===== src/alu_ops_cfg.svh =====
// ----------------------------------------
// Packet geometry for the ALU ops stage
// Field count must be at least 2 so that
// pairwise operations have a partner slot
// Edit here, no per-build override
// ----------------------------------------
`ifndef ALU_OPS_CFG_SVH
`define ALU_OPS_CFG_SVH

// ----------------------------------------
// Packet shape
// ----------------------------------------

// Fields carried by one engine packet
`define ALU_OPS_NUM_FIELDS 4

// Bits per field value, also the constant width
`define ALU_OPS_DATA_W 32

// Per-field sequence state width is fixed in the package (2 bits)
// Full packet = NUM_FIELDS * (DATA_W + 2) bits

`endif


===== src/alu_ops_pkg.sv =====
// ----------------------------------------
// Shared types for the ALU ops stage
// Geometry comes from alu_ops_cfg.svh
// Op codes 6 and 7 are unused and act
// like ALU_NOP in the kernel
// ----------------------------------------
`include "alu_ops_cfg.svh"

package alu_ops_pkg;

  // ----------------------------------------
  // Field sequence state
  // ----------------------------------------
  typedef enum logic [1:0] {
    SEQUENCE_INVALID = 2'd0,
    SEQUENCE_RUNNING = 2'd1,
    SEQUENCE_DONE    = 2'd2
  } field_state_e;

  // Packet as it streams through the engine
  // Index 0 is the result slot on the way out
  typedef struct packed {
    logic [`ALU_OPS_NUM_FIELDS-1:0][`ALU_OPS_DATA_W-1:0] field;
    field_state_e [`ALU_OPS_NUM_FIELDS-1:0]              field_state;
  } engine_packet_t;

  // ----------------------------------------
  // ALU operation set
  // ----------------------------------------
  typedef enum logic [2:0] {
    ALU_NOP = 3'd0,
    ALU_ADD = 3'd1,
    ALU_SUB = 3'd2,
    ALU_MUL = 3'd3,
    ALU_ACC = 3'd4,
    ALU_DIV = 3'd5
  } alu_op_e;

  // ops_mask[i][j] set means input field j feeds operand slot i
  // alu_mask picks the pair base (or ACC source), highest bit wins
  typedef struct packed {
    alu_op_e                                             alu_operation;
    logic [`ALU_OPS_NUM_FIELDS-1:0]                      alu_mask;
    logic [`ALU_OPS_NUM_FIELDS-1:0][`ALU_OPS_NUM_FIELDS-1:0] ops_mask;
    logic [`ALU_OPS_NUM_FIELDS-1:0]                      const_mask;
    logic [`ALU_OPS_DATA_W-1:0]                          const_value;
  } alu_ops_config_t;

endpackage : alu_ops_pkg


===== src/alu_ops_config_regs.sv =====
// ----------------------------------------
// Active operation set for the ALU kernel
// Loads on a one-cycle cfg_valid strobe
// clear follows every load by one cycle
// and is held high during reset
// ----------------------------------------
`timescale 1ns/1ps
`include "alu_ops_cfg.svh"

module alu_ops_config_regs import alu_ops_pkg::*; (
  input  logic            ap_clk,
  input  logic            areset,
  input  logic            cfg_valid,
  input  alu_ops_config_t cfg_in,
  output alu_ops_config_t config_params,
  output logic            clear
);

  // ----------------------------------------
  // Configuration register
  // ----------------------------------------

  // Reset leaves ALU_NOP with all masks empty
  always_ff @(posedge ap_clk) begin
    if (areset) begin
      config_params <= '0;
    end else if (cfg_valid) begin
      config_params <= cfg_in;
    end
  end

  // ----------------------------------------
  // Accumulator clear pulse
  // ----------------------------------------

  // Same edge as the load, so clear and new params appear together
  // One trailing cycle of clear right after reset release
  always_ff @(posedge ap_clk) begin
    if (areset) begin
      clear <= 1'b1;
    end else begin
      clear <= cfg_valid;
    end
  end

  // ----------------------------------------
  // Checks
  // ----------------------------------------

  // Routing rows must be one-hot or empty once a set is loaded
  // Two bits in a row would make the operand source ambiguous
  for (genvar g = 0; g < `ALU_OPS_NUM_FIELDS; g++) begin : g_row_chk
    a_ops_row_onehot0 : assert property (
      @(posedge ap_clk) disable iff (areset)
      cfg_valid |=> $onehot0(config_params.ops_mask[g])
    ) else $error("ops_mask row %0d has more than one bit set", g);
  end

endmodule : alu_ops_config_regs


===== src/alu_ops_kernel.sv =====
// ----------------------------------------
// Three-stage ALU kernel
// Stage 1 routes operands, stage 2 runs
// the ALU, stage 3 assembles the output
// No valid tracking on the data path; the
// caller marks real outputs
// ----------------------------------------
`timescale 1ns/1ps
`include "alu_ops_cfg.svh"

module alu_ops_kernel import alu_ops_pkg::*; (
  input  logic            ap_clk,
  input  logic            areset,
  input  logic            clear,
  input  alu_ops_config_t config_params_in,
  input  logic            data_valid,
  input  engine_packet_t  data_in,
  output engine_packet_t  result_out
);

  localparam int NF = `ALU_OPS_NUM_FIELDS;
  localparam int DW = `ALU_OPS_DATA_W;

  // Stage 1 registers
  engine_packet_t                ops_next;
  engine_packet_t                org_next;
  engine_packet_t                ops_s1;
  engine_packet_t                org_s1;
  alu_op_e                       op_s1;
  logic [NF-1:0]                 alu_mask_s1;
  logic                          valid_s1;

  // Stage 2 operand selection and registers
  logic                          pair_hit;
  logic [DW-1:0]                 op_a;
  logic [DW-1:0]                 op_b;
  field_state_e                  pair_state;
  logic                          acc_hit;
  logic [DW-1:0]                 acc_val;
  field_state_e                  acc_state;
  logic [DW-1:0]                 abs_diff;
  logic [DW-1:0]                 mul_low;
  logic [DW-1:0]                 res_value;
  field_state_e                  res_state;
  engine_packet_t                org_s2;

  // ----------------------------------------
  // Stage 1: operand routing
  // ----------------------------------------

  always_comb begin
    ops_next = '0;
    org_next = '0;
    for (int i = 0; i < NF; i++) begin
      // Empty row gives a zero INVALID operand
      ops_next.field[i]       = '0;
      ops_next.field_state[i] = SEQUENCE_INVALID;
      // Empty row keeps the same-index field for the original copy
      org_next.field[i]       = data_in.field[i];
      org_next.field_state[i] = data_in.field_state[i];
      for (int j = 0; j < NF; j++) begin
        if (config_params_in.ops_mask[i][j]) begin
          ops_next.field[i]       = data_in.field[j];
          ops_next.field_state[i] = data_in.field_state[j];
          org_next.field[i]       = data_in.field[j];
          org_next.field_state[i] = data_in.field_state[j];
        end
      end
      // Constant overrides routing, original copy unaffected
      if (config_params_in.const_mask[i]) begin
        ops_next.field[i]       = config_params_in.const_value;
        ops_next.field_state[i] = SEQUENCE_RUNNING;
      end
    end
  end

  // Op and mask travel with the operands
  always_ff @(posedge ap_clk) begin
    ops_s1      <= ops_next;
    org_s1      <= org_next;
    op_s1       <= config_params_in.alu_operation;
    alu_mask_s1 <= config_params_in.alu_mask;
  end

  // Only the ACC path looks at valid
  always_ff @(posedge ap_clk) begin
    if (areset) begin
      valid_s1 <= 1'b0;
    end else begin
      valid_s1 <= data_valid;
    end
  end

  // ----------------------------------------
  // Stage 2: ALU
  // ----------------------------------------

  // Highest set mask bit selects the slot, later iterations win
  always_comb begin
    pair_hit   = 1'b0;
    op_a       = '0;
    op_b       = '0;
    pair_state = SEQUENCE_INVALID;
    acc_hit    = 1'b0;
    acc_val    = '0;
    acc_state  = SEQUENCE_INVALID;
    // Pairs need a partner, so the top slot is no pair base
    for (int i = 0; i < NF - 1; i++) begin
      if (alu_mask_s1[i]) begin
        pair_hit   = 1'b1;
        op_a       = ops_s1.field[i];
        op_b       = ops_s1.field[i+1];
        pair_state = ops_s1.field_state[i];
      end
    end
    for (int i = 0; i < NF; i++) begin
      if (alu_mask_s1[i]) begin
        acc_hit   = 1'b1;
        acc_val   = ops_s1.field[i];
        acc_state = ops_s1.field_state[i];
      end
    end
  end

  assign abs_diff = (op_a > op_b) ? (op_a - op_b) : (op_b - op_a);
  // Low half of the product, wraps like the adder
  assign mul_low  = op_a * op_b;

  // No mask hit leaves the previous result in place
  always_ff @(posedge ap_clk) begin
    if (clear) begin
      res_value <= '0;
      res_state <= SEQUENCE_INVALID;
    end else begin
      case (op_s1)
        ALU_ADD: begin
          if (pair_hit) begin
            res_value <= op_a + op_b;
            res_state <= pair_state;
          end
        end
        ALU_SUB: begin
          if (pair_hit) begin
            res_value <= abs_diff;
            res_state <= pair_state;
          end
        end
        ALU_MUL: begin
          if (pair_hit) begin
            res_value <= mul_low;
            res_state <= pair_state;
          end
        end
        ALU_ACC: begin
          // Running sum only moves on real packets
          if (valid_s1 && acc_hit) begin
            res_value <= res_value + acc_val;
            res_state <= acc_state;
          end
        end
        default: begin
          // NOP, DIV and unused codes pass operand slot 0
          res_value <= ops_s1.field[0];
          res_state <= ops_s1.field_state[0];
        end
      endcase
    end
  end

  // Original copy delayed to line up with the ALU result
  always_ff @(posedge ap_clk) begin
    org_s2 <= org_s1;
  end

  // ----------------------------------------
  // Stage 3: output packet
  // ----------------------------------------

  always_ff @(posedge ap_clk) begin
    result_out                <= org_s2;
    result_out.field[0]       <= res_value;
    result_out.field_state[0] <= res_state;
  end

  // Unknown valid would corrupt the accumulator silently
  a_valid_known : assert property (
    @(posedge ap_clk) disable iff (areset)
    !$isunknown(data_valid)
  ) else $error("data_valid is unknown");

endmodule : alu_ops_kernel


===== src/alu_ops_engine.sv =====
// ----------------------------------------
// ALU ops stage top level
// in_valid to out_valid is 3 cycles, one
// packet per cycle, no back-pressure
// Reconfigure only when the pipe is empty
// ----------------------------------------
`timescale 1ns/1ps

module alu_ops_engine import alu_ops_pkg::*; (
  input  logic            ap_clk,
  input  logic            areset,
  input  logic            cfg_valid,
  input  alu_ops_config_t cfg_in,
  input  logic            in_valid,
  input  engine_packet_t  in_packet,
  output logic            out_valid,
  output engine_packet_t  out_packet
);

  // Matches the kernel depth
  localparam int LATENCY = 3;

  alu_ops_config_t    config_params;
  logic               clear;
  logic [LATENCY-1:0] valid_pipe;

  // ----------------------------------------
  // Configuration
  // ----------------------------------------

  alu_ops_config_regs alu_ops_config_regs_i (
    .ap_clk        (ap_clk),
    .areset        (areset),
    .cfg_valid     (cfg_valid),
    .cfg_in        (cfg_in),
    .config_params (config_params),
    .clear         (clear)
  );

  // ----------------------------------------
  // Data path
  // ----------------------------------------

  alu_ops_kernel alu_ops_kernel_i (
    .ap_clk           (ap_clk),
    .areset           (areset),
    .clear            (clear),
    .config_params_in (config_params),
    .data_valid       (in_valid),
    .data_in          (in_packet),
    .result_out       (out_packet)
  );

  // Valid delay line, bit 0 is one cycle old
  always_ff @(posedge ap_clk) begin
    if (areset) begin
      valid_pipe <= '0;
    end else begin
      valid_pipe <= {valid_pipe[LATENCY-2:0], in_valid};
    end
  end

  assign out_valid = valid_pipe[LATENCY-1];

  // ----------------------------------------
  // Configuration timing checks
  // ----------------------------------------

  // Packets in flight would see a mix of old and new settings
  a_cfg_pipe_empty : assert property (
    @(posedge ap_clk) disable iff (areset)
    cfg_valid |-> (valid_pipe == '0)
  ) else $error("cfg_valid while packets are in flight");

  // Packet in the load cycle would route with the stale set
  a_cfg_not_with_data : assert property (
    @(posedge ap_clk) disable iff (areset)
    !(cfg_valid && in_valid)
  ) else $error("cfg_valid and in_valid in the same cycle");

endmodule : alu_ops_engine


===== config.mk =====
export PLATFORM = sky130hd
export DESIGN_NAME = alu_ops_engine
export DESIGN_NICKNAME = d
export VERILOG_FILES = /design/src/alu_ops_pkg.sv /design/src/alu_ops_config_regs.sv /design/src/alu_ops_kernel.sv /design/src/alu_ops_engine.sv
export VERILOG_INCLUDE_DIRS = /design/src
export SDC_FILE = /design/constraint.sdc
export NUM_CORES = 2
export LEC_CHECK = 0
export ABC_AREA = 1
export BUFFER_PORTS_ARGS = -buffer_cell sky130_fd_sc_hd__buf_2
export CORE_ASPECT_RATIO = 1.2
export CORE_MARGIN = 3
export CORE_UTILIZATION = 45
export DETAILED_ROUTE_END_ITERATION = 10
export RECOVER_POWER = 25
export SLEW_MARGIN = 40
export SYNTH_ARGS = -nofsm -noshare
export SYNTH_HDL_FRONTEND = slang
export SYNTH_SLANG_ARGS = --single-unit

===== constraint.sdc =====
create_clock -name ap_clk -period 15.6 [get_ports ap_clk]
set_input_delay 3.12 -clock ap_clk [delete_from_list [all_inputs] [get_ports ap_clk]]
set_output_delay 3.12 -clock ap_clk [all_outputs]
set_load 0.02 [all_outputs]

==> impl_metrics.toml <==
[run_status]
outcome = "finished clean"

[clock_network]
clk_pin_slew_worst_paths_ns = 0.10
tritoncts = "built"
numClockSinks = 580
cts_htree_levels = 2
cts_setup_buffers = 0
cts_root_buffer = "clkbuf_16"
insertion_delay_ns = 0.65
cts_resized = 0
cts_inserted_buffers = 53
clockBufferDepth = 3
hold_buffers = 0

[detailed_routing]
wl_um = 210000
vias = 44400
firstDrtPassIters = 6
vias_per_cell = 5.84
route.detailed.wl_per_inst_um = 27.6
drc = 0
drt_iter0_drc = 4971
ant_nets = 0

[cells_and_area]
drive_gt1_share_pct = 10.7
nNetsFinal = 7126
layout_common_cells = "1229 x nand2_1, 787 x inv_1, 667 x nor2_1, 610 x a21oi_1, 567 x dfxtp_1"
fin_area_sq_um = 50100
post_layout_nonfiller_instances = 7607
syn2layout_area_growth_pct = 11.4
final_common_cell = "nand2_1"

[logic_synthesis]
synthTopCellsByArea = "dfxtp_1 26%, fa_1 18%, nand2_1 10%, ha_1 6.9%, a21oi_1 6.8%"
synth-seq-cells = 580
syn_nets = 6911
ys.warnings.count = 0
synth_flop_cell = "dfxtp_1"
syn_inst = 6052
async_flop_share_pct = 0
yosys.area.top_type = "dfxtp_1"
synth_edf_count = 0
yosysSeqAreaShare_pct = 25.8
synthDistinctLibCells = 63
syn_area_sq_um = 45000
synth.avg_cell_area_sq_um = 7.43
yosysTopAreaCellShare_pct = 25.8

[critical_path]
crit_path_end_kind = "register"
start_kind = "register"
crit_path_top_delay_cell = "o21ai_0"
path_max_fanout = 63
crit_top_cell = "fa_1"
arrival_ns = 10.20
worst_ep_required_time_ns = 16.11
critPathKind = "reg -> reg"
cpPeakStageDelay_ns = 0.66
cp_num_buf_inv = 8
path_delay_family = "adder cells"

[power]
p_leak_nw = 23.7
seqPwrFrac_pct = 18.6
sw_frac_of_total_pct = 52.3
comb_power_share_pct = 66.7
switching_power_w = 0.00518
internal_power_w = 0.00472
vdd_ir_drop_max_uv = 285
clkPwrFrac_pct = 14.7
powerDensity_nw_per_um2 = 198

[timing]
final-setup-viol-count = 0
fin_crit_ns = 9.70
rsz0062_at_grt = "false"
skew_ns = 0.0566
fin_tns_setup_ns = 0
slew_viol_final = 0
worst_slack_ns = 5.90
hold_viol = 0
min_period_over_period_pct = 62.2
slew_headroom_pct = 39.3
tightest_slew_ns = 0.906
fmax_ghz = 0.103

[job]
max_cap_violations = 0

[floorplan]
die_w_um = 295
initial_core_util_pct = 45.5
rows = 126
die_h_um = 352
ios = 336
fp.coreArea_sq_um = 98700
dieArea_sq_um = 104000

[placement]
placed_area_sq_um = 48100
hpwl_um = 161000
globalplace.congestion = 1.05
pre_cts_slack_ns = 6.07
numPortBuffers = 335
place_inst = 7492

[global_routing]
grt_pass1_wl_um = 302000
grt_overflow = 0
grt_max_degree = 73
antenna_found_initial = 32
grt_util_all_layers_pct = 39.9
grt_pass1_vias = 44100

[min_path]
hp-class = "reg -> reg"
cells in the mapped netlist, types with 4 or more instances:
cell	count
a221oi_1	80
clkbuf_1	222
xor2_1	47
buf_6	6
nand2_1	1233
nor3_1	18
a31oi_1	42
nand3b_1	10
buf_2	32
o221ai_1	18
o21a_1	17
o2111ai_1	8
nor4_1	7
buf_1	21
a21oi_1	612
dfxtp_1	580
a21oi_4	13
xnor2_1	6
ha_1	248
a22oi_1	24
fa_1	412
nor2_1	671
clkinv_1	15
buf_4	13
o21bai_1	12
o21ai_0	481
or2_2	21
inv_2	16
nor2_2	4
a21boi_0	22
o21ai_2	10
a21o_1	5
o21ai_1	21
a221o_1	20
inv_1	796
nand4_1	28
a21oi_2	13
o31ai_1	5
nand3_1	164
o211ai_1	47
cells by family after synthesis:
logic type / count (synthesis) / share of synthesized area, %
AO/OA/AOI/OAI: 1467 / 19.0
buffers and inverters: 1123 / 9.69
flip-flops: 580 / 25.8
adder cells (fa/ha/maj): 660 / 25.3
AND/OR/NAND/NOR: 2167 / 19.1
XOR/XNOR: 55 / 1.14
sequential cells by signal (all words and copies together), names as in the netlist:
register                             flops
alu_ops_kernel_i.res_value              32
valid_pipe                               3
alu_ops_kernel_i.org_s1                102
alu_ops_kernel_i.op_s1                   3
alu_ops_kernel_i.result_out            136
alu_ops_config_regs_i.config_params     59
alu_ops_config_regs_i.clear              1
alu_ops_kernel_i.alu_mask_s1             4
alu_ops_kernel_i.org_s2                102
alu_ops_kernel_i.res_state               2
alu_ops_kernel_i.ops_s1                136
layer usage:
| metal | routed length, um | share of wire (%) | global-route usage [%] |
|---|---|---|---|
| met1 | 78200 | 37 | 48.2 |
| met2 | 94000 | 45 | 63.1 |
| met3 | 18100 | 8.6 | 7.61 |
| met4 | 19500 | 9.3 | 30.0 |
| met5 | 196 | 0.093 | 0 |
final timing paths:
path | slack [ns] | end | depth (start not counted) | startpoint
min | 0.30 | alu_ops_kernel_i.org_s2[58] | 0 | alu_ops_kernel_i.org_s1[58]
min reg2reg | 0.30 | alu_ops_kernel_i.org_s2[58] | 0 | alu_ops_kernel_i.org_s1[58]
max reg2reg | 5.90 | alu_ops_kernel_i.res_value[21] | 34 | alu_ops_kernel_i.alu_mask_s1[2]
max | 5.90 | alu_ops_kernel_i.res_value[21] | 34 | alu_ops_kernel_i.alu_mask_s1[2]
per-stage QoR:
stage / total power [W] / hold slack [ns] / utilization (%)
floorplan: 0.00609 / 0.310 / -
global placement: 0.00837 / 0.310 / 48.6
detailed placement: 0.00836 / 0.312 / 48.7
CTS: 0.00987 / 0.304 / 50.7
global route: 0.0107 / 0.322 / 50.7
finish: 0.00991 / 0.295 / 50.7
power groups by stage:
stage	sequential [W]	clock (W)	combinational [W]
final	0.00184	0.00146	0.00661
after global routing	0.00185	0.00153	0.00729
after CTS	0.00184	0.00148	0.00655
after detailed placement	0.00187	0	0.00649
after global placement	0.00187	0	0.00650
after floorplan	0.00185	0	0.00424
area by class of cell:
class	instances	area, sq um
Clock inverter	27	422
Tap cell	1280	1600
Multi-Input combinational cell	4349	29100
Timing Repair Buffer	454	2610
Clock buffer	72	1540
Fill cell	9905	48600
Inverter	829	3120
Antenna cell	16	40.0
Sequential cell	580	11600
Power figures use the tool's default switching activity.
